[src/hw/rvseed_pkg.sv]
package rvseed_pkg;

    localparam int XLEN       = 64;
    localparam int REG_ADDR_W = 5;
    localparam int INST_W     = 32;

    // ALU operations, decoded once in ID and carried to EX
    typedef enum logic [3:0] {
        ALU_ADD    = 4'd0,
        ALU_SUB    = 4'd1,
        ALU_AND    = 4'd2,
        ALU_OR     = 4'd3,
        ALU_XOR    = 4'd4,
        ALU_SLL    = 4'd5,
        ALU_SRL    = 4'd6,
        ALU_SRA    = 4'd7,
        ALU_SLT    = 4'd8,
        ALU_SLTU   = 4'd9,
        ALU_PASS_B = 4'd10   // lui result
    } alu_op_e;

    // decoded bundle held in the ID/EX register
    typedef struct packed {
        logic [XLEN-1:0]       pc;
        logic                  ena;           // valid instruction in this slot
        logic                  reg_wen;
        logic [REG_ADDR_W-1:0] reg_waddr;
        alu_op_e               alu_op;
        logic [XLEN-1:0]       alu_src1;      // operands after forwarding
        logic [XLEN-1:0]       alu_src2;
        logic                  ebreak_flag;
        logic                  illegal_flag;
        logic [INST_W-1:0]     inst;          // raw word, kept for debug
    } id_ex_t;

    // forwarding source seen by decode
    typedef struct packed {
        logic                  valid;
        logic [REG_ADDR_W-1:0] addr;
        logic [XLEN-1:0]       data;
    } bypass_t;

    // result record between EX and WB
    typedef struct packed {
        logic                  valid;         // register write happens
        logic [REG_ADDR_W-1:0] addr;
        logic [XLEN-1:0]       data;
        logic [XLEN-1:0]       pc;
        logic                  ebreak;
        logic                  illegal;
    } wb_t;

endpackage
[src/hw/inst_decode.sv]
`timescale 1ns/1ns

module inst_decode #(
    parameter logic [rvseed_pkg::XLEN-1:0] RESET_PC = 64'h8000_0000
) (
    input  logic                                  clk,
    input  logic                                  rst_n,
    input  logic                                  inst_valid_i,
    input  logic [rvseed_pkg::INST_W-1:0]         inst_i,
    input  logic [rvseed_pkg::XLEN-1:0]           rs1_data_i,
    input  logic [rvseed_pkg::XLEN-1:0]           rs2_data_i,
    input  rvseed_pkg::bypass_t                   ex_byp_i,
    input  rvseed_pkg::bypass_t                   wb_byp_i,
    output logic [rvseed_pkg::REG_ADDR_W-1:0]     rs1_addr_o,
    output logic [rvseed_pkg::REG_ADDR_W-1:0]     rs2_addr_o,
    output rvseed_pkg::id_ex_t                    id_ex_o
);

    // major opcodes that this core understands
    typedef enum logic [6:0] {
        OPC_OP     = 7'b0110011,
        OPC_OP_IMM = 7'b0010011,
        OPC_LUI    = 7'b0110111,
        OPC_SYSTEM = 7'b1110011
    } opcode_e;

    localparam logic [31:0] EBREAK_WORD = 32'h0010_0073;

    logic [rvseed_pkg::XLEN-1:0]       pc_q;
    logic                              stopped_q;   // set once ebreak seen
    opcode_e                           opcode;
    logic [2:0]                        funct3;
    logic [6:0]                        funct7;
    logic [rvseed_pkg::REG_ADDR_W-1:0] rd;
    logic [rvseed_pkg::XLEN-1:0]       i_imm;
    logic [rvseed_pkg::XLEN-1:0]       u_imm;
    logic [rvseed_pkg::XLEN-1:0]       rs1_val;
    logic [rvseed_pkg::XLEN-1:0]       rs2_val;
    rvseed_pkg::alu_op_e               alu_op;
    logic                              legal;
    logic                              is_ebreak;
    logic                              use_imm;
    logic                              is_lui;
    logic                              ena;

    // youngest producer wins, x0 never forwards
    function automatic logic [rvseed_pkg::XLEN-1:0] fwd(
        input logic [rvseed_pkg::REG_ADDR_W-1:0] addr,
        input logic [rvseed_pkg::XLEN-1:0]       rf_data,
        input rvseed_pkg::bypass_t               ex_byp,
        input rvseed_pkg::bypass_t               wb_byp
    );
        logic [rvseed_pkg::XLEN-1:0] val;
        val = rf_data;
        if (addr != '0) begin
            if (ex_byp.valid && ex_byp.addr == addr)
                val = ex_byp.data;
            else if (wb_byp.valid && wb_byp.addr == addr)
                val = wb_byp.data;
        end
        return val;
    endfunction

    assign opcode     = opcode_e'(inst_i[6:0]);
    assign rd         = inst_i[11:7];
    assign funct3     = inst_i[14:12];
    assign funct7     = inst_i[31:25];
    assign rs1_addr_o = inst_i[19:15];
    assign rs2_addr_o = inst_i[24:20];
    assign i_imm      = {{52{inst_i[31]}}, inst_i[31:20]};
    assign u_imm      = {{32{inst_i[31]}}, inst_i[31:12], 12'b0};
    assign rs1_val    = fwd(rs1_addr_o, rs1_data_i, ex_byp_i, wb_byp_i);
    assign rs2_val    = fwd(rs2_addr_o, rs2_data_i, ex_byp_i, wb_byp_i);
    assign ena        = inst_valid_i & ~stopped_q;

    always_comb begin
        alu_op    = rvseed_pkg::ALU_ADD;
        legal     = 1'b0;
        is_ebreak = 1'b0;
        use_imm   = 1'b0;
        is_lui    = 1'b0;
        case (opcode)
            OPC_OP: begin
                legal = 1'b1;
                case ({funct7, funct3})
                    10'b0000000_000: alu_op = rvseed_pkg::ALU_ADD;
                    10'b0100000_000: alu_op = rvseed_pkg::ALU_SUB;
                    10'b0000000_001: alu_op = rvseed_pkg::ALU_SLL;
                    10'b0000000_010: alu_op = rvseed_pkg::ALU_SLT;
                    10'b0000000_011: alu_op = rvseed_pkg::ALU_SLTU;
                    10'b0000000_100: alu_op = rvseed_pkg::ALU_XOR;
                    10'b0000000_101: alu_op = rvseed_pkg::ALU_SRL;
                    10'b0100000_101: alu_op = rvseed_pkg::ALU_SRA;
                    10'b0000000_110: alu_op = rvseed_pkg::ALU_OR;
                    10'b0000000_111: alu_op = rvseed_pkg::ALU_AND;
                    default:         legal  = 1'b0;
                endcase
            end
            OPC_OP_IMM: begin
                legal   = 1'b1;
                use_imm = 1'b1;
                case (funct3)
                    3'b000:  alu_op = rvseed_pkg::ALU_ADD;
                    3'b100:  alu_op = rvseed_pkg::ALU_XOR;
                    3'b110:  alu_op = rvseed_pkg::ALU_OR;
                    3'b111:  alu_op = rvseed_pkg::ALU_AND;
                    default: legal  = 1'b0;   // slti and shifts not supported
                endcase
            end
            OPC_LUI: begin
                legal  = 1'b1;
                is_lui = 1'b1;
                alu_op = rvseed_pkg::ALU_PASS_B;
            end
            OPC_SYSTEM: begin
                is_ebreak = (inst_i == EBREAK_WORD);
                legal     = is_ebreak;   // csr forms fall through as illegal
            end
            default: legal = 1'b0;
        endcase
    end

    always_comb begin
        id_ex_o              = '0;
        id_ex_o.pc           = pc_q;
        id_ex_o.ena          = ena;
        id_ex_o.reg_wen      = legal & ~is_ebreak & (rd != '0);
        id_ex_o.reg_waddr    = rd;
        id_ex_o.alu_op       = alu_op;
        id_ex_o.alu_src1     = is_lui ? '0 : rs1_val;
        id_ex_o.alu_src2     = is_lui ? u_imm : (use_imm ? i_imm : rs2_val);
        id_ex_o.ebreak_flag  = is_ebreak;
        id_ex_o.illegal_flag = ~legal;
        id_ex_o.inst         = inst_i;
    end

    always_ff @(posedge clk or negedge rst_n) begin
        if (!rst_n) begin
            pc_q      <= RESET_PC;
            stopped_q <= 1'b0;
        end else if (ena) begin
            pc_q <= pc_q + 64'd4;   // one word per accepted strobe
            if (is_ebreak)
                stopped_q <= 1'b1;
        end
    end

endmodule

[config.mk]
export PLATFORM = sky130hd
export DESIGN_NAME = inst_decode
export DESIGN_NICKNAME = d
export VERILOG_FILES = /design/src/hw/rvseed_pkg.sv /design/src/hw/inst_decode.sv
export SDC_FILE = /design/constraint.sdc
export NUM_CORES = 1
export LEC_CHECK = 0
export ABC_CLOCK_PERIOD_IN_PS = 3170
export BUFFER_PORTS_ARGS = -buffer_cell sky130_fd_sc_hd__buf_2
export CAP_MARGIN = 25
export CORE_AREA = 3 3 214 216
export CTS_BUF_LIST = sky130_fd_sc_hd__clkbuf_16
export DETAILED_ROUTE_END_ITERATION = 6
export DIE_AREA = 0 0 217 219
export GPL_TIMING_DRIVEN = 0
export HOLD_SLACK_MARGIN = 0.1
export PLACE_DENSITY = 0.5
export SYNTH_ARGS = -nofsm -noshare
export SYNTH_HDL_FRONTEND = slang
export SYNTH_SLANG_ARGS = --single-unit
[constraint.sdc]
create_clock -name clk -period 3.17 [get_ports clk]
set_clock_uncertainty 0.2 [all_clocks]
set_input_delay 0.634 -clock clk [delete_from_list [all_inputs] [get_ports clk]]
set_output_delay 0.634 -clock clk [all_outputs]
set_load 0.005 [all_outputs]
==> flow_metrics.tcl, run 1 <==
set metrics [dict create \
    violations "setup timing" \
    yosys_register_bits 63 \
    clock_path_buffers 2 \
    critPathArrivalTime_ps 2530 \
    synth-simple-area-share_pct 15.85 \
    final_cell_mix "461 x buf_2, 102 x buf_4, 97 x o21a_1, 93 x buf_6, 62 x dfrtp_1" \
    first_iter_violations 599 \
    hp-class "in -> async" \
    synth_area_leader_cell "dfrtp_1" \
    setup_ws_ps -191.7 \
    die_w_um 217 \
    synth_mux_area_share_pct 0.1638 \
    drc_errors 0 \
    crit_type "in -> out" \
    finalSetupViolations 112 \
    post-route-period-util_pct 106.0 \
    grt_max_degree 64 \
    intPower_w 0.002229 \
    nets 1736 \
    syn_inst 804 \
    num_vias 9703 \
    power.share.clock_pct 28.2 \
    slew_headroom_pct 45.75 \
    synth_top_family_by_area "compound AO/OA/AOI/OAI gates" \
    worstSkewPairLatency_ps 320 \
    row_count 77 \
    pwr-share-seq_pct 27.7 \
    swShare_pct 32.12 \
    finalInstanceArea_um2 13620 \
    ios 550 \
    crit_fanout 6 \
    synthAdderAreaFrac_pct 0.3276 \
    core_area_um2 44120 \
    maxClockFrequency_mhz 297.5 \
    antenna_found_initial 31 \
    grt_pass1_vias 9785 \
    status "finished with violations" \
    final_common_cell "buf_2" \
    grt-ovfl-total 0 \
    async_reset_ff_share_pct 100.0 \
    ant_nets 0 \
    nFillCells 4720 \
    cts_root_buf "clkbuf_16" \
    worstPathRequired_ps 2340 \
    leakagePower_nw 6.272 \
    yosys_warnings 0 \
    dp_slack_ps -943.8 \
    cts_tree "done" \
    avgRoutedWirePerCell_um 25.87 \
    ys_seq_area_share_pct 22.95 \
    clock_sinks 63 \
    cap_violations 0 \
    place.gp.congestion 0.9414 \
    port_buffers 544 \
    netlist_area_um2 6875 \
    synth_compound_area_share_pct 39.13 \
    yosys.area_share.xor_xnor_pct 10.45 \
    drive_gt1_share_pct 62.67 \
    synth-edff-count 0 \
    synth.area.top_cells "dfrtp_1 23%, o221a_2 16%, o21a_1 11%, xnor2_1 5.6%, buf_4 5.6%" \
    grtUsageTotal_pct 19.86 \
    synthDistinctLibCells 59 \
    synth_top_area_share_pct 22.57 \
    peakVddDrop_mv 0.3697 \
    p_switching_w 0.001055 \
    combinationalPowerShare_pct 44.1 \
    synth_area_per_cell_um2 8.551 \
    grt_pass1_wl_mm 69.40 \
    area_delta_synth_final_pct 98.11 \
    cp-start-kind "input pin" \
    via_per_inst 4.747 \
    die-area_um2 47520 \
    tightest_slew_ps 813.8 \
    htreeDepth 3 \
    dpl_cell_area_um2 10360 \
    start_util_pct 15.58 \
    hold_violations 0 \
    cts_buffers 9 \
    ys.flop_type "dfrtp_1" \
    hpwl_mm 42.12 \
    path_clk_slew_ps 50 \
    rsz0062_at_grt "yes" \
    crit_path_end_kind "output port" \
    cts_hold_buf 0 \
    slew_viol_final 0 \
    dr.pass1.iters 6 \
    drt-total-wl_mm 52.88 \
    p_per_area_nw_per_um2 241.1 \
    chipHeight_um 219 \
    fin_crit_ps 3362 \
]
per-stage QoR:
step | hold WS, ps | total power, W | setup TNS, ps | utilization, % | instances
after floorplan | 138.4 | 0.001341 | 0 | - | 805
after global placement | 253.7 | 0.001998 | -94230 | 23.44 | 1941
after detailed placement | 263.5 | 0.001999 | -93580 | 23.47 | 1942
after CTS | 238.3 | 0.003068 | -11560 | 26.86 | 2000
after global routing | 279.7 | 0.003439 | -18300 | 30.86 | 2043
final | 209.3 | 0.003284 | -12510 | 30.87 | 2044
power by group through the flow:
stage	combinational (W)	sequential (W)	clock [W]
after floorplan	0.000427	0.000914	0
after CTS	0.00121	0.000910	0.000950
after global routing	0.00154	0.000921	0.000976
after detailed placement	0.00108	0.000923	0
after global placement	0.00108	0.000921	0
final	0.00145	0.000911	0.000926
cell usage after synthesis (2+ instances only):
cell type	instances
or4_1	2
buf_1	2
xnor2_1	44
nand3b_1	3
clkbuf_1	37
nand3_2	2
nor4_1	12
xor2_1	38
o211ai_1	3
and3_1	8
nor3b_1	3
dfrtp_1	62
a221oi_1	9
and4_1	3
nor2b_1	3
nand4_1	20
a22oi_1	10
o21a_1	97
nand4b_1	2
buf_4	51
nor2_1	49
nand2b_1	2
inv_1	31
o221a_2	95
and2_1	4
o221a_1	30
nand3_1	31
o22ai_1	10
a31oi_1	12
o21ai_0	26
nor3_1	17
a21oi_1	6
nand2_1	34
buf_2	21
logic make-up (layout without fill, tap and decap cells):
logic type,Yosys count,in the layout
flops,63,63
simple gates,206,206
other cells,1,18
buf+inv,143,774
mux,1,1
xor+xnor,82,82
fa+ha+maj,2,2
compound gates,306,306
final cells by class:
type / count / area (um^2) / area share (%)
Sequential cell: 63 / 1578 / 11.58
Inverter: 31 / 116.4 / 0.8543
Multi-Input combinational cell: 599 / 5625 / 41.30
Antenna cell: 16 / 40.04 / 0.2940
Tap cell: 592 / 740.7 / 5.438
Clock buffer: 9 / 225.2 / 1.653
Clock inverter: 6 / 52.55 / 0.3858
Buffer: 111 / 1027 / 7.542
Timing Repair Buffer: 617 / 4215 / 30.95
critical path, stage by stage:
cell and delay, ps:
buf_12 110, or4_4 540, nor2_4 110, nand4b_1 150, buf_4 150, nand2b_4 90, buf_12 170, buf_8 140
o221a_2 260, buf_2 150
worst paths after layout:
kind	startpoint	end	slack, ps	depth (start not counted)
worst min-delay path	rst_n	pc_q[45]$_DFFE_PN0P_	210	1
worst min register to register	pc_q[63]$_DFFE_PN0P_	pc_q[63]$_DFFE_PN0P_	270	1
min in group clk	pc_q[63]$_DFFE_PN0P_	pc_q[63]$_DFFE_PN0P_	270	1
max in group asynchronous	rst_n	pc_q[3]$_DFFE_PN0P_	2030	1
worst max register to register	pc_q[14]$_DFFE_PN0P_	pc_q[60]$_DFFE_PN0P_	400	5
worst max-delay path	inst_i[17]	id_ex_o[155]	-190	10
registers in the layout, summed over array words and instances (netlist names):
name,cells
pc_q,62
stopped_q,1
per-layer routing:
metal	global-route usage [%]	routed length (um)	vias up
li1	-	-	4357
met1	22.56	20000	4796
met2	35.85	26940	445
met3	5.123	3886	93
met4	7.241	1975	12
met5	0	78	-
repair_timing:
item / CTS / global route
pin swaps: 48 / 36
buffers inserted: 37 / 15
setup endpoints to repair: 132 / 132
gates cloned: 6 / 16
resized for setup: 217 / 232
endpoints found under the hold margin: 0 / 0
No activity file was read; power rests on OpenSTA's default activity.
==> run 2: changes to the inputs <==
- SKIP_CTS_REPAIR_TIMING: default -> 1
==> flow_metrics.tcl, run 2 (synthesis results as in run 1) <==
set metrics [dict create \
    max_stage_delay_ps 530 \
    leakagePower_nw 5.800 \
    avgRoutedWirePerCell_um 25.38 \
    chipHeight_um 219 \
    dp_cells 1942 \
    clock_sinks 63 \
    p_per_area_nw_per_um2 251.9 \
    violations "setup timing" \
    final_util_pct 28.13 \
    stdcell_count 2020 \
    peakVddDrop_mv 0.3702 \
    slew_headroom_pct 45.69 \
    grt_pass1_vias 9428 \
    path_clk_slew_ps 50 \
    place.gp.congestion 0.9414 \
    grt_pass1_wl_mm 67.13 \
    largest_register "pc_q" \
    worstPathRequired_ps 2340 \
    cp_top_family "simple AND/OR/NAND/NOR gates" \
    ios 550 \
    crit_path_end_kind "output port" \
    cts_buffers 9 \
    hpwl_mm 42.12 \
    nets 1710 \
    cap_violations 0 \
    crit_type "in -> out" \
    rrSetupSlack_ps 410 \
    dpl_cell_area_um2 10360 \
    grtUsageTotal_pct 19.26 \
    path_buf_inv 5 \
    top_regs "pc_q x62, stopped_q x1" \
    die_w_um 217 \
    status "finished with violations" \
    setup_ws_ps -244.8 \
    cts_tree "done" \
    finalInstanceArea_um2 12410 \
    drt-total-wl_mm 51.26 \
    die-area_um2 47520 \
    core_area_um2 44120 \
    cts_root_buf "clkbuf_16" \
    cp-start-kind "input pin" \
    start_util_pct 15.58 \
    fin_tns_setup_ps -19700 \
    port_buffers 544 \
    ant_nets 0 \
    hold_violations 0 \
    via_per_inst 4.761 \
    grt-ovfl-total 0 \
    final_common_cell "buf_2" \
    slowest_stage "or4_4" \
    critPathArrivalTime_ps 2580 \
    final_cell_mix "510 x buf_2, 97 x o21a_1, 89 x buf_4, 74 x o221a_2, 62 x dfrtp_1" \
    path_cells "buf_12 > or4_4 > nor2_4 > nand4b_1 > buf_6 > nand2b_4 > buf_12 > buf_6 > o221a_2 > buf_2" \
    maxClockFrequency_mhz 292.8 \
    slew_viol_final 0 \
    antenna_found_initial 31 \
    num_vias 9618 \
    htreeDepth 3 \
    finalSetupViolations 127 \
    hold_ws_ps 210.0 \
    drc_errors 0 \
    post-route-period-util_pct 107.7 \
    largest_register_ffs 62 \
    grt_max_degree 64 \
    rsz0062_at_grt "yes" \
    first_iter_violations 668 \
    hp-class "in -> async" \
    tightest_slew_ps 814.7 \
    worstSkewPairLatency_ps 320 \
    drive_gt1_share_pct 61.35 \
    fin_crit_ps 3415 \
    clock_path_buffers 2 \
    area_delta_synth_final_pct 80.53 \
    crit_fanout 10 \
    row_count 77 \
    dr.pass1.iters 5 \
]
==> run 2: final timing paths <==
path                                 startpoint              endpoint  depth (start not counted)
max                                  inst_i[17]          id_ex_o[156]                         10
min                                       rst_n  pc_q[45]$_DFFE_PN0P_                          1
max reg2reg                pc_q[14]$_DFFE_PN0P_  pc_q[60]$_DFFE_PN0P_                          5
min reg2reg                pc_q[63]$_DFFE_PN0P_  pc_q[63]$_DFFE_PN0P_                          1
max in group asynchronous                 rst_n   pc_q[3]$_DFFE_PN0P_                          1
min in group clk           pc_q[63]$_DFFE_PN0P_  pc_q[63]$_DFFE_PN0P_                          1
==> run 2: stage by stage <==
stage	worst slack, ps	total power [W]
floorplan	208.7	0.001341
global placement	-945.2	0.001998
detailed placement	-943.8	0.001999
CTS	-941.4	0.002938
global route	-272.1	0.003281
finish	-244.8	0.003126
==> run 2: routing by layer <==
layer,GRT usage [%],routed length [um],vias to the layer above
li1,-,-,4299
met1,22.67,19800,4751
met2,34.18,25940,470
met3,4.445,3641,90
met4,6.980,1838,8
met5,0,50,-
==> run 2: power breakdown <==
part / leakage, nW / internal, W / switching, W
Sequential: 0.823 / 0.000848 / 0.0000622
Combinational: 4.84 / 0.000672 / 0.000618
Clock: 0.140 / 0.000593 / 0.000333
==> run 2: final cells by class <==
| cell class | instances | area [um^2] |
|---|---|---|
| antenna | 18 | 45.04 |
| buffer | 112 | 908.4 |
| clock buffer | 9 | 225.2 |
| clock inverter | 6 | 52.55 |
| fill | 4880 | 31710 |
| inverter | 31 | 116.4 |
| multi-input combinational | 599 | 5249 |
| sequential | 63 | 1578 |
| tap | 592 | 740.7 |
| timing repair buffer | 590 | 3497 |
==> run 3: changes to the inputs <==
- ABC_CLOCK_PERIOD_IN_PS: 3170 -> 3700
- clock period: 3.17 -> 3.7 ns (I/O delays scaled with it)
==> flow_metrics.tcl, run 3 (synthesis results as in run 1) <==
set metrics [dict create \
    status "completed" \
    core_area_um2 44120 \
    grtUsageTotal_pct 19.26 \
    tightest_slew_ps 813.9 \
    slew_viol_final 0 \
    cap_violations 0 \
    dr.pass1.iters 5 \
    nets 1677 \
    die-area_um2 47520 \
    maxClockFrequency_mhz 272.6 \
    hp-start "pc_q[63]$_DFFE_PN0P_" \
    largest_register_ffs 62 \
    fin_tns_setup_ps 0 \
    drc_errors 0 \
    start_util_pct 15.58 \
    hpwl_mm 42.12 \
    row_count 77 \
    fin_crit_ps 3668 \
    cp-start-kind "input pin" \
    die_w_um 217 \
    avgRoutedWirePerCell_um 24.98 \
    worstPathRequired_ps 2760 \
    worstHoldPathCells 1 \
    clock_sinks 63 \
    place.gp.congestion 0.9414 \
    slew_headroom_pct 45.74 \
    via_per_inst 4.712 \
    ant_nets 0 \
    clock_path_buffers 2 \
    path_clk_slew_ps 50 \
    port_buffers 544 \
    crit_type "in -> out" \
    min_to "pc_q[63]$_DFFE_PN0P_" \
    cts_root_buf "clkbuf_16" \
    first_iter_violations 536 \
    drive_gt1_share_pct 58.39 \
    hold_violations 0 \
    top_regs "pc_q x62, stopped_q x1" \
    reg2reg_depth 5 \
    hp-class "reg -> reg" \
    finalInstanceArea_um2 11170 \
    hold_ws_ps 267.5 \
    final_common_cell "buf_2" \
    area_delta_synth_final_pct 62.49 \
    crit_fanout 7 \
    ios 550 \
    htreeDepth 3 \
    nFillCells 4965 \
    grt_pass1_wl_mm 67.13 \
    final_cell_mix "545 x buf_2, 97 x o21a_1, 95 x o221a_2, 70 x buf_4, 62 x dfrtp_1" \
    r2r_end "pc_q[60]$_DFFE_PN0P_" \
    antenna_found_initial 31 \
    grt-ovfl-total 0 \
    stdcell_count 1984 \
    cts_buffers 9 \
    timing.rr.start "pc_q[14]$_DFFE_PN0P_" \
    critPathArrivalTime_ps 2730 \
    dpl_cell_area_um2 10360 \
    largest_register "pc_q" \
    p_per_area_nw_per_um2 226.9 \
    dp_cells 1942 \
    grt_max_degree 64 \
    crit_path_end_kind "output port" \
    drt-total-wl_mm 49.57 \
    chipHeight_um 219 \
    worstSkewPairLatency_ps 320 \
    peakVddDrop_mv 0.3190 \
    rrSetupSlack_ps 940 \
    grt_pass1_vias 9428 \
    leakagePower_nw 5.308 \
    num_vias 9349 \
    post-route-period-util_pct 99.14 \
    finalSetupViolations 0 \
    cts_tree "done" \
]
[run 3: cell type report]
type | count | area, um^2 | share of cell area [%]
repair buffers | 557 | 2869 | 25.68
plain buffers | 112 | 778.2 | 6.966
flip-flops and latches | 63 | 1578 | 14.12
clock buffers | 9 | 225.2 | 2.016
well taps | 592 | 740.7 | 6.630
diodes | 15 | 37.54 | 0.3360
multi-input cells | 599 | 4775 | 42.74
clock inverters | 6 | 52.55 | 0.4704
inverters | 31 | 116.4 | 1.042
[run 3: worst max-delay path by stage]
stage / cells past startpoint / endpoint / slack [ps] / from
detailed placement: 9 / id_ex_o[96] / -630 / inst_i[21]
global route: 10 / id_ex_o[95] / -10 / inst_i[23]
CTS: 9 / id_ex_o[96] / -620 / inst_i[21]
floorplan: 7 / id_ex_o[101] / 530 / inst_i[16]
finish: 10 / id_ex_o[95] / 30 / inst_i[23]
global placement: 8 / id_ex_o[96] / -630 / inst_i[5]
[run 3: routing by layer]
| metal | wire [um] | part of all wire [%] | up-vias | global-route usage [%] |
|---|---|---|---|---|
| met3 | 3610 | 7.3 | 93 | 4.445 |
| met1 | 19360 | 39 | 4567 | 22.67 |
| li1 | - | - | 4227 | - |
| met2 | 24560 | 50 | 452 | 34.18 |
| met4 | 1982 | 4.0 | 10 | 6.980 |
| met5 | 59 | 0.12 | - | 0 |
[run 3: report_power, final]
| group | internal, W | total, W | switching [W] |
|---|---|---|---|
| sequential | 0.000726 | 0.000780 | 0.0000539 |
| combinational | 0.000471 | 0.000961 | 0.000490 |
| clock | 0.000508 | 0.000794 | 0.000286 |
| total | 0.00171 | 0.00253 | 0.000829 |
[run 3: metrics by stage]
| stage | power (W) | utilization [%] | setup WS, ps |
|---|---|---|---|
| floorplan | 0.001149 | - | 526.7 |
| global placement | 0.001712 | 23.44 | -627.2 |
| detailed placement | 0.001712 | 23.47 | -625.8 |
| CTS | 0.002517 | 24.10 | -623.4 |
| global route | 0.002665 | 25.30 | -10.84 |
| finish | 0.002535 | 25.32 | 31.98 |
[run 3: worst max-delay path, stage by stage]
cell and delay (ps):
buf_4 180, xnor2_1 160, and4_1 220, buf_6 140
a211oi_4 270, buf_6 180, nand3_4 180, buf_8 200
o221a_1 280, buf_2 150
